**config.mk**
```make
export PLATFORM = sky130hd
export DESIGN_NAME = core_top
export DESIGN_NICKNAME = d
export VERILOG_FILES = /design/src/source/core_pkg.sv /design/src/source/fetch_if.sv /design/src/source/core_alu.sv /design/src/source/core_fetch_stage.sv /design/src/source/core_id_stage.sv /design/src/source/core_regfile.sv /design/src/source/core_top.sv
export VERILOG_INCLUDE_DIRS = /design/src /design/src/source
export SDC_FILE = /design/constraint.sdc
export NUM_CORES = 2
export LEC_CHECK = 0
export BUFFER_PORTS_ARGS = -buffer_cell sky130_fd_sc_hd__buf_2
export CELL_PAD_IN_SITES_DETAIL_PLACEMENT = 2
export CELL_PAD_IN_SITES_GLOBAL_PLACEMENT = 2
export CORE_AREA = 3 3 412 414
export DETAILED_ROUTE_END_ITERATION = 8
export DIE_AREA = 0 0 415 417
export HOLD_SLACK_MARGIN = 0.03
export PLACE_DENSITY = 0.94
export SYNTH_ARGS = -nofsm -noshare
export SYNTH_HDL_FRONTEND = slang
export SYNTH_HIERARCHICAL = 1
export SYNTH_SLANG_ARGS = --single-unit
```
**constraint.sdc**
```tcl
create_clock -name clk -period 14.3 [get_ports clk]
set_clock_uncertainty 0.2 [all_clocks]
set_input_delay 2.86 -clock clk [delete_from_list [all_inputs] [get_ports clk]]
set_output_delay 2.86 -clock clk [all_outputs]
set_load 0.1 [all_outputs]
```
**src/source/core_defs.svh**
```systemverilog
/*
 * Widths and major opcode values fixed by the RV32I base ISA.
 * Only the opcodes of the supported subset are listed.
 */
`ifndef CORE_DEFS_SVH
`define CORE_DEFS_SVH

// Datapath and register file
`define CORE_XLEN     32
`define CORE_NUM_REGS 32
`define CORE_REG_AW   5

////////////////////////////////////////////////////////////
// Major opcodes, instr[6:0]
////////////////////////////////////////////////////////////
`define CORE_OPC_OP     7'b0110011
`define CORE_OPC_OP_IMM 7'b0010011
`define CORE_OPC_LUI    7'b0110111
`define CORE_OPC_JAL    7'b1101111
`define CORE_OPC_BRANCH 7'b1100011

`endif

```
**src/source/core_pkg.sv**
```systemverilog
/*
 * Shared types of the core. Encodings cover the RV32I subset only,
 * so loads, stores and system opcodes decode as illegal.
 */
`include "core_defs.svh"

package core_pkg;

  typedef logic [`CORE_XLEN-1:0]   word_t;
  typedef logic [`CORE_REG_AW-1:0] reg_addr_t;

  // Major opcodes kept in the subset
  typedef enum logic [6:0] {
    OPC_OP     = `CORE_OPC_OP,
    OPC_OP_IMM = `CORE_OPC_OP_IMM,
    OPC_LUI    = `CORE_OPC_LUI,
    OPC_JAL    = `CORE_OPC_JAL,
    OPC_BRANCH = `CORE_OPC_BRANCH
  } opcode_e;

  typedef enum logic [3:0] {
    ALU_ADD,
    ALU_SUB,
    ALU_AND,
    ALU_OR,
    ALU_XOR,
    ALU_SLL,
    ALU_SRL,
    ALU_SRA,
    ALU_SLT,
    ALU_SLTU,
    ALU_EQ
  } alu_op_e;

  typedef enum logic [1:0] {
    FETCH_IDLE,
    FETCH_WAIT_GNT,
    FETCH_WAIT_RVALID
  } fetch_state_e;

endpackage

```
**src/source/fetch_if.sv**
```systemverilog
/*
 * Fetch to decode link. Redirect is only valid in a transfer cycle.
 */
`timescale 1ns/10ps

interface fetch_if;

  // Driven by fetch
  logic            valid;
  core_pkg::word_t instr;
  core_pkg::word_t pc;

  // Driven by decode
  logic            ready;
  logic            redirect;
  core_pkg::word_t redirect_pc;

  modport fetch (
    output valid,
    output instr,
    output pc,
    input  ready,
    input  redirect,
    input  redirect_pc
  );

  modport decode (
    input  valid,
    input  instr,
    input  pc,
    output ready,
    output redirect,
    output redirect_pc
  );

endinterface

```
**src/source/core_alu.sv**
```systemverilog
/*
 * Combinational ALU. Shifts use operand_b_i[4:0] only.
 */
`timescale 1ns/10ps
`include "core_defs.svh"

module core_alu (
  input  core_pkg::alu_op_e operator_i,
  input  core_pkg::word_t   operand_a_i,
  input  core_pkg::word_t   operand_b_i,
  output core_pkg::word_t   result_o,
  output logic              equal_o
);

  logic [4:0] shamt;
  logic       lt_signed;
  logic       lt_unsigned;

  assign shamt       = operand_b_i[4:0];
  assign lt_signed   = $signed(operand_a_i) < $signed(operand_b_i);
  assign lt_unsigned = operand_a_i < operand_b_i;
  assign equal_o     = operand_a_i == operand_b_i;

  always_comb begin
    case (operator_i)
      core_pkg::ALU_ADD:  result_o = operand_a_i + operand_b_i;
      core_pkg::ALU_SUB:  result_o = operand_a_i - operand_b_i;
      core_pkg::ALU_AND:  result_o = operand_a_i & operand_b_i;
      core_pkg::ALU_OR:   result_o = operand_a_i | operand_b_i;
      core_pkg::ALU_XOR:  result_o = operand_a_i ^ operand_b_i;
      core_pkg::ALU_SLL:  result_o = operand_a_i << shamt;
      core_pkg::ALU_SRL:  result_o = operand_a_i >> shamt;
      // Arithmetic shift keeps the sign bit
      core_pkg::ALU_SRA:  result_o = core_pkg::word_t'($signed(operand_a_i) >>> shamt);
      core_pkg::ALU_SLT:  result_o = {{(`CORE_XLEN-1){1'b0}}, lt_signed};
      core_pkg::ALU_SLTU: result_o = {{(`CORE_XLEN-1){1'b0}}, lt_unsigned};
      core_pkg::ALU_EQ:   result_o = {{(`CORE_XLEN-1){1'b0}}, equal_o};
      default:            result_o = '0;
    endcase
  end

endmodule

```
**src/source/core_fetch_stage.sv**
```systemverilog
/*
 * One instruction bus request outstanding at a time, no bus error input.
 * A redirect while a response is still due drops that response.
 */
`timescale 1ns/10ps

module core_fetch_stage (
  input  logic            clk,
  input  logic            rst_ni,
  input  core_pkg::word_t boot_addr_i,
  input  logic            fetch_enable_i,
  output logic            instr_req_o,
  output core_pkg::word_t instr_addr_o,
  input  logic            instr_gnt_i,
  input  logic            instr_rvalid_i,
  input  core_pkg::word_t instr_rdata_i,
  fetch_if.fetch          fetch_o
);

  core_pkg::fetch_state_e state_q;
  core_pkg::fetch_state_e state_d;
  core_pkg::word_t        pc_q;
  core_pkg::word_t        pc_d;
  core_pkg::word_t        addr_q;
  logic                   started_q;
  logic                   discard_q;
  logic                   discard_d;
  logic                   valid_q;
  logic                   valid_d;
  core_pkg::word_t        instr_q;
  core_pkg::word_t        instr_pc_q;
  core_pkg::word_t        fetch_pc;
  logic                   issue;
  logic                   gnt_fire;
  logic                   load;

  // Boot address is used directly until the first request
  assign fetch_pc = started_q ? pc_q : boot_addr_i;

  // Holding register must be free by the time the word returns
  assign issue = (state_q == core_pkg::FETCH_IDLE) && (started_q || fetch_enable_i) &&
                 (!valid_q || fetch_o.ready);

  assign instr_req_o  = issue || (state_q == core_pkg::FETCH_WAIT_GNT);
  assign instr_addr_o = (state_q == core_pkg::FETCH_IDLE) ? fetch_pc : addr_q;
  assign gnt_fire     = instr_req_o && instr_gnt_i;
  assign load = (state_q == core_pkg::FETCH_WAIT_RVALID) && instr_rvalid_i && !discard_q;

  ////////////////////////////////////////////////////////////
  // Bus FSM and next PC
  ////////////////////////////////////////////////////////////
  always_comb begin
    state_d   = state_q;
    pc_d      = pc_q;
    discard_d = discard_q;
    valid_d   = valid_q;

    case (state_q)
      core_pkg::FETCH_IDLE: begin
        if (issue) begin
          state_d = instr_gnt_i ? core_pkg::FETCH_WAIT_RVALID : core_pkg::FETCH_WAIT_GNT;
        end
      end
      core_pkg::FETCH_WAIT_GNT: begin
        if (instr_gnt_i) begin
          state_d = core_pkg::FETCH_WAIT_RVALID;
        end
      end
      core_pkg::FETCH_WAIT_RVALID: begin
        if (instr_rvalid_i) begin
          state_d   = core_pkg::FETCH_IDLE;
          discard_d = 1'b0;
        end
      end
      default: begin
        state_d = core_pkg::FETCH_IDLE;
      end
    endcase

    // A stale request must not move the PC
    if (gnt_fire && !discard_q) begin
      pc_d = instr_addr_o + 'd4;
    end

    if (valid_q && fetch_o.ready) begin
      valid_d = 1'b0;
    end
    if (load) begin
      valid_d = 1'b1;
    end

    // Taken branch or JAL in decode
    if (fetch_o.redirect) begin
      pc_d    = fetch_o.redirect_pc;
      valid_d = 1'b0;
      if (state_d != core_pkg::FETCH_IDLE) begin
        discard_d = 1'b1;
      end
    end
  end

  always_ff @(posedge clk or negedge rst_ni) begin
    if (!rst_ni) begin
      state_q   <= core_pkg::FETCH_IDLE;
      pc_q      <= '0;
      started_q <= 1'b0;
      discard_q <= 1'b0;
      valid_q   <= 1'b0;
    end else begin
      state_q   <= state_d;
      pc_q      <= pc_d;
      started_q <= started_q | issue;
      discard_q <= discard_d;
      valid_q   <= valid_d;
    end
  end

  // Request address and held instruction
  always_ff @(posedge clk) begin
    if (issue) begin
      addr_q <= fetch_pc;
    end
    if (load) begin
      instr_q    <= instr_rdata_i;
      instr_pc_q <= addr_q;
    end
  end

  assign fetch_o.valid = valid_q;
  assign fetch_o.instr = instr_q;
  assign fetch_o.pc    = instr_pc_q;

endmodule

```
**src/source/core_id_stage.sv**
```systemverilog
/*
 * Single-cycle decode and execute, ready is always high.
 * Illegal words retire with the trap flag and write nothing. No handler.
 */
`timescale 1ns/10ps
`include "core_defs.svh"

module core_id_stage (
  input  logic                clk,
  input  logic                rst_ni,
  fetch_if.decode             fetch_i,
  output logic                retire_valid_o,
  output core_pkg::word_t     retire_pc_o,
  output core_pkg::word_t     retire_insn_o,
  output core_pkg::reg_addr_t retire_rd_addr_o,
  output core_pkg::word_t     retire_rd_wdata_o,
  output logic                retire_trap_o
);

  core_pkg::word_t     instr;
  core_pkg::opcode_e   opcode;
  logic [2:0]          funct3;
  logic [6:0]          funct7;
  core_pkg::reg_addr_t rs1;
  core_pkg::reg_addr_t rs2;
  core_pkg::reg_addr_t rd;
  core_pkg::word_t     imm_i;
  core_pkg::word_t     imm_u;
  core_pkg::word_t     imm_b;
  core_pkg::word_t     imm_j;
  core_pkg::alu_op_e   alu_op;
  logic                use_imm;
  logic                rd_we;
  logic                is_lui;
  logic                is_jal;
  logic                is_branch;
  logic                illegal;
  core_pkg::word_t     rs1_data;
  core_pkg::word_t     rs2_data;
  core_pkg::word_t     alu_result;
  logic                alu_equal;
  core_pkg::word_t     rd_wdata;
  logic                rd_write;
  logic                branch_taken;
  logic                fire;

  assign instr  = fetch_i.instr;
  assign opcode = core_pkg::opcode_e'(instr[6:0]);
  assign funct3 = instr[14:12];
  assign funct7 = instr[31:25];
  assign rs1    = instr[19:15];
  assign rs2    = instr[24:20];
  assign rd     = instr[11:7];

  assign imm_i = {{(`CORE_XLEN-12){instr[31]}}, instr[31:20]};
  assign imm_u = {instr[31:12], 12'b0};
  assign imm_b = {{(`CORE_XLEN-12){instr[31]}}, instr[7], instr[30:25], instr[11:8], 1'b0};
  assign imm_j = {{(`CORE_XLEN-20){instr[31]}}, instr[19:12], instr[20], instr[30:21], 1'b0};

  ////////////////////////////////////////////////////////////
  // Decoder
  ////////////////////////////////////////////////////////////
  always_comb begin
    alu_op    = core_pkg::ALU_ADD;
    use_imm   = 1'b0;
    rd_we     = 1'b0;
    is_lui    = 1'b0;
    is_jal    = 1'b0;
    is_branch = 1'b0;
    illegal   = 1'b0;

    case (opcode)
      core_pkg::OPC_OP: begin
        rd_we = 1'b1;
        case ({funct7, funct3})
          {7'b0000000, 3'b000}: alu_op = core_pkg::ALU_ADD;
          {7'b0100000, 3'b000}: alu_op = core_pkg::ALU_SUB;
          {7'b0000000, 3'b001}: alu_op = core_pkg::ALU_SLL;
          {7'b0000000, 3'b010}: alu_op = core_pkg::ALU_SLT;
          {7'b0000000, 3'b011}: alu_op = core_pkg::ALU_SLTU;
          {7'b0000000, 3'b100}: alu_op = core_pkg::ALU_XOR;
          {7'b0000000, 3'b101}: alu_op = core_pkg::ALU_SRL;
          {7'b0100000, 3'b101}: alu_op = core_pkg::ALU_SRA;
          {7'b0000000, 3'b110}: alu_op = core_pkg::ALU_OR;
          {7'b0000000, 3'b111}: alu_op = core_pkg::ALU_AND;
          default:              illegal = 1'b1;
        endcase
      end
      core_pkg::OPC_OP_IMM: begin
        rd_we   = 1'b1;
        use_imm = 1'b1;
        case (funct3)
          3'b000:  alu_op = core_pkg::ALU_ADD;
          3'b010:  alu_op = core_pkg::ALU_SLT;
          3'b011:  alu_op = core_pkg::ALU_SLTU;
          3'b100:  alu_op = core_pkg::ALU_XOR;
          3'b110:  alu_op = core_pkg::ALU_OR;
          3'b111:  alu_op = core_pkg::ALU_AND;
          3'b001:  begin
            alu_op  = core_pkg::ALU_SLL;
            illegal = funct7 != 7'b0000000;
          end
          default: begin
            // Shift right, funct7 picks logical or arithmetic
            alu_op  = funct7[5] ? core_pkg::ALU_SRA : core_pkg::ALU_SRL;
            illegal = (funct7 != 7'b0000000) && (funct7 != 7'b0100000);
          end
        endcase
      end
      core_pkg::OPC_LUI: begin
        rd_we  = 1'b1;
        is_lui = 1'b1;
      end
      core_pkg::OPC_JAL: begin
        rd_we  = 1'b1;
        is_jal = 1'b1;
      end
      core_pkg::OPC_BRANCH: begin
        alu_op    = core_pkg::ALU_EQ;
        is_branch = 1'b1;
        // BEQ and BNE only
        illegal   = funct3[2:1] != 2'b00;
      end
      default: begin
        illegal = 1'b1;
      end
    endcase

    if (illegal) begin
      rd_we     = 1'b0;
      is_jal    = 1'b0;
      is_branch = 1'b0;
    end
  end

  core_regfile i_regfile (
    .clk       ( clk            ),
    .rst_ni    ( rst_ni         ),
    .raddr_a_i ( rs1            ),
    .raddr_b_i ( rs2            ),
    .rdata_a_o ( rs1_data       ),
    .rdata_b_o ( rs2_data       ),
    .waddr_i   ( rd             ),
    .wdata_i   ( rd_wdata       ),
    .we_i      ( fire && rd_we  )
  );

  core_alu i_alu (
    .operator_i  ( alu_op                       ),
    .operand_a_i ( rs1_data                     ),
    .operand_b_i ( use_imm ? imm_i : rs2_data   ),
    .result_o    ( alu_result                   ),
    .equal_o     ( alu_equal                    )
  );

  ////////////////////////////////////////////////////////////
  // Write-back and redirect
  ////////////////////////////////////////////////////////////
  assign fire     = fetch_i.valid && fetch_i.ready;
  assign rd_write = rd_we && (rd != '0);

  always_comb begin
    if (is_lui) begin
      rd_wdata = imm_u;
    end else if (is_jal) begin
      rd_wdata = fetch_i.pc + 'd4;
    end else begin
      rd_wdata = alu_result;
    end
  end

  // funct3[0] set means BNE
  assign branch_taken = is_branch && (funct3[0] ? !alu_equal : alu_equal);

  assign fetch_i.ready       = 1'b1;
  assign fetch_i.redirect    = fire && (is_jal || branch_taken);
  assign fetch_i.redirect_pc = fetch_i.pc + (is_jal ? imm_j : imm_b);

  // Retirement record, one clock after the transfer
  always_ff @(posedge clk or negedge rst_ni) begin
    if (!rst_ni) begin
      retire_valid_o    <= 1'b0;
      retire_pc_o       <= '0;
      retire_insn_o     <= '0;
      retire_rd_addr_o  <= '0;
      retire_rd_wdata_o <= '0;
      retire_trap_o     <= 1'b0;
    end else begin
      retire_valid_o <= fire;
      if (fire) begin
        retire_pc_o       <= fetch_i.pc;
        retire_insn_o     <= instr;
        retire_rd_addr_o  <= rd_write ? rd : '0;
        retire_rd_wdata_o <= rd_write ? rd_wdata : '0;
        retire_trap_o     <= illegal;
      end
    end
  end

endmodule

```
**src/source/core_regfile.sv**
```systemverilog
/*
 * Flip-flop register file, asynchronous reads. Writes to x0 are ignored.
 */
`timescale 1ns/10ps
`include "core_defs.svh"

module core_regfile (
  input  logic                clk,
  input  logic                rst_ni,
  input  core_pkg::reg_addr_t raddr_a_i,
  input  core_pkg::reg_addr_t raddr_b_i,
  output core_pkg::word_t     rdata_a_o,
  output core_pkg::word_t     rdata_b_o,
  input  core_pkg::reg_addr_t waddr_i,
  input  core_pkg::word_t     wdata_i,
  input  logic                we_i
);

  core_pkg::word_t regs [`CORE_NUM_REGS];

  always_ff @(posedge clk or negedge rst_ni) begin
    if (!rst_ni) begin
      for (int i = 0; i < `CORE_NUM_REGS; i++) begin
        regs[i] <= '0;
      end
    end else if (we_i && (waddr_i != '0)) begin
      regs[waddr_i] <= wdata_i;
    end
  end

  // x0 is never written so it reads zero
  assign rdata_a_o = regs[raddr_a_i];
  assign rdata_b_o = regs[raddr_b_i];

endmodule

```
**src/source/core_top.sv**
```systemverilog
/*
 * RV32I subset core without loads, stores, CSRs or interrupts.
 * Fetch starts on the first cycle after reset with fetch_enable_i high.
 */
`timescale 1ns/10ps

module core_top (
  input  logic                clk,
  input  logic                rst_ni,
  input  core_pkg::word_t     boot_addr_i,
  input  logic                fetch_enable_i,

  // Instruction bus
  output logic                instr_req_o,
  output core_pkg::word_t     instr_addr_o,
  input  logic                instr_gnt_i,
  input  logic                instr_rvalid_i,
  input  core_pkg::word_t     instr_rdata_i,

  // Retirement record
  output logic                retire_valid_o,
  output core_pkg::word_t     retire_pc_o,
  output core_pkg::word_t     retire_insn_o,
  output core_pkg::reg_addr_t retire_rd_addr_o,
  output core_pkg::word_t     retire_rd_wdata_o,
  output logic                retire_trap_o
);

  fetch_if fetch_link ();

  core_fetch_stage i_fetch_stage (
    .clk            ( clk            ),
    .rst_ni         ( rst_ni         ),
    .boot_addr_i    ( boot_addr_i    ),
    .fetch_enable_i ( fetch_enable_i ),
    .instr_req_o    ( instr_req_o    ),
    .instr_addr_o   ( instr_addr_o   ),
    .instr_gnt_i    ( instr_gnt_i    ),
    .instr_rvalid_i ( instr_rvalid_i ),
    .instr_rdata_i  ( instr_rdata_i  ),
    .fetch_o        ( fetch_link     )
  );

  core_id_stage i_id_stage (
    .clk               ( clk               ),
    .rst_ni            ( rst_ni            ),
    .fetch_i           ( fetch_link        ),
    .retire_valid_o    ( retire_valid_o    ),
    .retire_pc_o       ( retire_pc_o       ),
    .retire_insn_o     ( retire_insn_o     ),
    .retire_rd_addr_o  ( retire_rd_addr_o  ),
    .retire_rd_wdata_o ( retire_rd_wdata_o ),
    .retire_trap_o     ( retire_trap_o     )
  );

endmodule

```
# Word level (Yosys, flattened, before mapping)
# Cells that the tools add are included.
# Widths: inputs -> output; s select.
totals:
  elab_cells: 178
  inputBits: 69
  output_inout_bits: 136
  ff_bits: 1260
classes:
  n_reduce_logical: 30
  bitwise: 7
  eq_ne: 34
  shift: 3
  n_lt_le_gt_ge: 6
  n_addsub: 5
  mux: 47
op_table:
  columns: ["operator", "n"]
  rows:
  - ["$bwmux 1024", 1]
  - ["$mux 32", 13]
  - ["$pmux 32 s11", 1]
  - ["$bmux 32 s5", 2]
  - ["$demux 32 s5", 1]
  - ["$add 32x3->32 const B", 2]
  - ["$add 32x32->32", 2]
  - ["$lt 32x32->1", 2]
  - ["$eq 10x3->1 const B", 4]
  - ["$pmux 4 s9", 1]
  - ["$and 32x32->32", 1]
  - ["$eq 32x32->1", 1]
  - ["$or 32x32->32", 1]
  - ["$shl 32x5->32", 1]
  - ["$shr 32x5->32", 1]
  - ["$sshr 32x5->32", 1]
  - ["$sub 32x32->32", 1]
  - ["$xor 32x32->32", 1]
  - ["$pmux 4 s7", 1]
  - ["$eq 10x2->1 const B", 2]
  - ["$eq 10x9->1 const B", 2]
  - ["$mux 20", 1]
  - ["$ge 6x6->1 const B", 3]
  - ["$not 5->6", 3]
  - ["37 further kinds", 83]

# Depth between registers and ports, before layout
depth:
  ltp_word: 12
  depth_mapped: 31
  ltp_nobuf: 24

# Hierarchy
# The synthesis kept the hierarchy.
modules_own_cells:
  columns: ["mod", "seq_area_each_um2", "cells_each", "area_each_um2", "instances"]
  rows:
  - ["core_regfile", 25624.6, 4601, 55942.4, 1]
  - ["core_alu", 0.0, 1305, 8873.5, 1]
  - ["core_id_stage", 2577.5, 813, 7302.0, 1]
  - ["core_fetch_stage", 3808.7, 453, 6048.3, 1]

# Least setup slack after synthesis
# Ideal clock, no wire load.
synth_timing:
  path_type: "in2reg"
  startpoint: "input instr_rvalid_i"
  endpoint: "register i_fetch_stage.instr_q[0] (netlist: i_fetch_stage/fetch_o.instr[0]) (enable)"
  setup_slack_ns: 5.977
  setup_ns: 0.580
  arrival_time_ns: 7.543
  n_path_buf: 0
  stages: 1
  required_ns: 13.520
  path_cell_list: "nor3b_1"
synth_between:
  elab_chain_cells: 2
synth_rtl:
  columns: ["item", "line_no", "source"]
  rows:
  - ["start: declaration", "core_top.sv:17", "input logic instr_rvalid_i,"]
  - ["$logic_and 1x1->1 (2 in series)", "core_fetch_stage.sv:47", "assign load = (state_q == core_pkg::FETCH_WAIT_RVALID) && instr_rvalid_i && !discard_q;"]
  - ["end signal: assignment", "core_fetch_stage.sv:124", "instr_q <= instr_rdata_i;"]
  - ["end: declaration", "core_fetch_stage.sv:30", "core_pkg::word_t instr_q;"]
# No other way between the ends.
# A chain may end at the register's enable or synchronous reset.

# Worst setup path after layout
layout_timing:
  startpoint: "register i_fetch_stage.instr_q[16] (netlist: i_fetch_stage/fetch_o.instr[16])"
  endpoint: "register i_id_stage/i_regfile/regs[602] in the netlist's numbering"
layout_between:
  elab_chain_cells: 9
  word_cells_on_any_way: 16
  classes_between: "2 x add/sub; 3 x shift; 7 x mux; 4 x bitwise"
layout_rtl:
  columns: ["item", "line_no", "source"]
  rows:
  - ["$not 5->6 (not written as such) *", "core_regfile.sv:32", "assign rdata_a_o = regs[raddr_a_i];"]
  - ["$bmux 32 s5 *", "core_regfile.sv:32", null]
  - ["$mux 32 (not written as such) * (2 in series)", "core_regfile.sv:32", null]
  - ["named net i_id_stage.rs1_data[15]", "core_id_stage.sv:38", "core_pkg::word_t rs1_data;"]
  - ["$sub 32x32->32, or another cell as far along", "core_alu.sv:27", "core_pkg::ALU_SUB: result_o = operand_a_i - operand_b_i;"]
  - ["$pmux 32 s11 *", "core_alu.sv:25", "case (operator_i)"]
  - ["named net i_id_stage.alu_result[26]", "core_id_stage.sv:40", "core_pkg::word_t alu_result;"]
  - ["$mux 32 *", "core_id_stage.sv:165", "end else if (is_jal) begin"]
  - ["$mux 32 *", "core_id_stage.sv:163", "if (is_lui) begin"]
  - ["named net i_id_stage.rd_wdata[26]", "core_id_stage.sv:42", "core_pkg::word_t rd_wdata;"]
  - ["$bwmux 1024 *", "core_regfile.sv:27", "regs[waddr_i] <= wdata_i;"]
  - ["end signal: indexed assignment", "core_regfile.sv:27", null]
  - ["end: declaration", "core_regfile.sv:19", "core_pkg::word_t regs [`CORE_NUM_REGS];"]
# The timed path passes the listed nets; every way through them passes the cells marked *. The select of a mux whose other input is x is not followed.

==> impl_results.md <==
* DRC viols at 5
* Post-Synthesis Cells at 7,172
* Hold_sp: i_id_stage/i_regfile/regs[1006]
* Prevailing post-synth register cell: dfrtp_1
* First-pass GRT wire length at 609 mm
* Max Clock Freq at between 0.08 and 0.09 GHz
* Net Count, Synth at approximately 7,400
* CTS tree: yes
* Detailed placer's ending HPWL at 240 mm
* Number of global-route vias before repair at 78,600
* Outcome: complete, but fails checks
* Ratio of cells with drive above 1 in the final layout at 0.258
* Clock sink total at 1,260
* DIE HEIGHT at 417 µm
* Hold path endpoint: i_id_stage/i_regfile/regs[1006]
* Max Buffers Root-to-Sink at 3
* Most frequent cells after synthesis: dfrtp_1 (1,164), mux2i_1 (1,113), mux2_2 (1,073)
* Root Buffer: clkbuf_16
* Slew Limit Fails at 39
* ANT nets after route at 0
* RePlAce Congestion at 0.985
* WHS Path Cells at 0
* Startpoint types: flop
* Rel. slew slack at -0.731
* Initial Util at 0.469
* Crit end category: flop
* Worst r2r path cells at 24
* Highest fanout seen on the critical path at 78
* Gr busiest metal: met2
* WL/cell at 46.7 µm
* Worst skew pair latency at 0.91 ns
* P&R area growth vs syn at 9.23%
* Nets at 7,254
* Tmin final at approximately 12 ns
* Met3 usage at 0.195
* Met2 Use GR at 0.727
* Fin Hold WS at 0.209 ns
* R2R Path Start: i_fetch_stage/fetch_o.instr[16]
* Worst r2r dst: i_id_stage/i_regfile/regs[602]
* Yosys warnings at 6
* Worst Path Arrival at 12.98 ns
* Gr usage total at 0.485
* Sequential share of the synthesized area at 0.410
* Post-synth cell types at 114
* Most area-consuming cells after synthesis: dfrtp_1 (37%), mux2_2 (15%), mux2i_1 (14%)
* Setup bufs post-CTS at 0
* Post-Syn Area at 78,200 µm²
* Die width at slightly above 400 µm
* Core area at roughly 170,000 µm²
* DR vias/cell at 7.81
* Post_cts resized at 0
* Dominant cell type by area after synthesis: dfrtp_1
* Final setup viols at 0
* Hold Path Class: reg -> reg
* Starting DRC count in detailed routing at 10,700
* Routed wire length at 440 mm
* Yosys top cell area share at 0.373
* CP Data Required Time at 14.84 ns
* GRT overflow at 0
* Pwr per Cell Area at 166 nW/µm²
* Register area at 32,000 µm²
* Layout filler cell count at 16,000
* M1 GR Usage at 0.526
* Max Cap Viol at 6
* #FFs+latches synth at 1,260
* RSZ-0062 raised after global routing: no
* Clock transition at path regs at 0.07 ns
* Top-count cell post-synth: dfrtp_1
* Pin count of the biggest net entering global routing at around 180
* CTS H-Tree Depth at 4
* Final Cycle Share at 0.870
* Ys async rst share at 0.924
* Port Buffer Count at ~200
* Number of flops mapped to enable cells by yosys at 96
* Initial antenna violation count at just under 70
* Slew @ Worst Pin at 2.52 ns
* Final Hold Fails at 0
* Die Area at 173,000 µm²
* Reg2reg setup slack at 1.86 ns
* Max VDD drop at 242 µV
* Std-Cell Rows at 150
* Vias at 73,600
* CTS Buf Count at 148
* Setup CP Type: reg -> reg
* First-pass DRT Iterations at 9
* Total negative slack at 0 ns
* # IOs at a little over 200
* Syn avg cell area at 10.9 µm²
* Failing checks: DRC, capacitance limit, slew limit
* CTS Hold Bufs at 0
* Multi-input logic area at 42,300 µm²
* Static Leakage at 0.0407 µW
==> critical path, cell delays in order (launching register included) <==
cell and delay, ns:
edfxtp_1 0.50, buf_12 0.40, buf_4 0.84, buf_4 0.79, mux2i_1 0.41, a22o_1 0.23
nor3_1 0.06, a31oi_1 0.35, nand3_1 0.79, inv_1 0.24, ha_1 0.42, a21oi_1 0.38
nand2_1 0.11, a21oi_1 0.19, a21oi_2 0.10, a31oi_1 0.66, o31ai_1 0.27, a21o_1 0.27
a2111oi_2 0.37, a21oi_1 0.21, nand2_1 0.12, o21ai_0 0.11, mux2i_1 1.83, inv_1 1.30
mux2_1 0.69
==> worst max-delay path by stage <==
stage                                         start                        endpoint  slack (ns)  cells past startpoint
floorplan                            instr_rvalid_i  i_fetch_stage/fetch_o.instr[0]        5.98                      1
global placement    i_fetch_stage/fetch_o.instr[21]   i_id_stage/i_regfile/regs[18]        4.92                     23
global route        i_fetch_stage/fetch_o.instr[16]  i_id_stage/i_regfile/regs[602]        2.37                     24
CTS                 i_fetch_stage/fetch_o.instr[21]  i_id_stage/i_regfile/regs[722]        4.28                     23
detailed placement  i_fetch_stage/fetch_o.instr[21]  i_id_stage/i_regfile/regs[722]        4.58                     23
finish              i_fetch_stage/fetch_o.instr[16]  i_id_stage/i_regfile/regs[602]        1.86                     24
==> metrics by stage <==
stage	total power [µW]	instance area [µm²]	std cells	util	setup slack, ns
final	14100	85400	9423	0.512	1.86
after CTS	13600	85100	9366	0.511	4.28
after global routing	14300	85300	9378	0.512	2.37
after detailed placement	9300	80200	9097	0.481	4.58
after floorplan	7610	78200	7172	-	5.98
after global placement	8950	80200	9096	0.481	4.92
==> cell type report <==
type | instances | area share
Inverter | 203 | 0.00892
Clock inverter | 43 | 0.00588
Tap cell | 2204 | 0.0323
Timing Repair Buffer | 367 | 0.0289
Sequential cell | 1260 | 0.375
Multi-Input combinational cell | 5067 | 0.495
Clock buffer | 226 | 0.0521
Antenna cell | 53 | 0.00155
==> state kept, by name, summed over array words and instances (netlist names) <==
| signal | flops |
|---|---|
| i_id_stage/retire_valid_o | 1 |
| i_fetch_stage/pc_q | 32 |
| i_id_stage/retire_trap_o | 1 |
| i_fetch_stage/started_q | 1 |
| i_fetch_stage/addr_q | 32 |
| i_id_stage/retire_insn_o | 32 |
| i_fetch_stage/discard_q | 1 |
| i_fetch_stage/fetch_o.valid | 1 |
| i_id_stage/retire_rd_wdata_o | 32 |
| i_fetch_stage/state_q | 2 |
| i_id_stage/i_regfile/regs | 1024 |
| i_id_stage/retire_rd_addr_o | 5 |
| i_id_stage/retire_pc_o | 32 |
| i_fetch_stage/fetch_o.instr | 32 |
| i_fetch_stage/fetch_o.pc | 32 |
==> cell families (layout without fill, tap and decap cells) <==
family | count (synthesis) | after routing | synth area share
buf+inv | 845 | 839 | 0.0528
compound gates | 1319 | 1319 | 0.116
simple gates | 1254 | 1254 | 0.0766
fa+ha+maj | 138 | 138 | 0.0224
flops | 1260 | 1260 | 0.410
mux | 2263 | 2263 | 0.313
xor+xnor | 92 | 92 | 0.0103
other cells | 1 | 54 | 0.0000480
==> power breakdown <==
part           switching (µW)  internal, µW  total [µW]
sequential                349          3890        4240
combinational            4450          1270        5730
clock                    1870          2300        4170
total                    6670          7470       14100
==> routing by layer <==
layer | share of wire | up-vias
li1 | - | 26100
met1 | 0.33 | 37100
met2 | 0.43 | 7076
met3 | 0.12 | 3296
met4 | 0.11 | 36
met5 | 0.0015 | -
==> cells in the final DEF, fill, tap and decap left out, types with 31 or more instances in the layout <==
| cell | synthesis | routed |
|---|---|---|
| ha_1 | 135 | 135 |
| o22ai_1 | 34 | 34 |
| clkbuf_16 | 0 | 152 |
| a21o_1 | 64 | 64 |
| nand3_1 | 244 | 242 |
| nor3_1 | 120 | 118 |
| mux2i_1 | 1113 | 1110 |
| clkbuf_1 | 316 | 37 |
| a21oi_1 | 359 | 358 |
| a22oi_1 | 207 | 206 |
| buf_4 | 78 | 146 |
| o21ai_0 | 154 | 151 |
| buf_2 | 145 | 203 |
| mux2_2 | 1073 | 1073 |
| clkbuf_8 | 0 | 37 |
| a31oi_1 | 76 | 76 |
| nand2_1 | 458 | 436 |
| inv_1 | 197 | 197 |
| a22o_1 | 133 | 133 |
| mux2_1 | 43 | 43 |
| o221ai_1 | 31 | 31 |
| dfrtp_1 | 1164 | 1163 |
| nor2_1 | 233 | 224 |
| xnor2_1 | 62 | 62 |
| a211oi_1 | 36 | 35 |
| diode_2 | 0 | 53 |
| edfxtp_1 | 96 | 96 |
(Power assumes the default switching activity.)
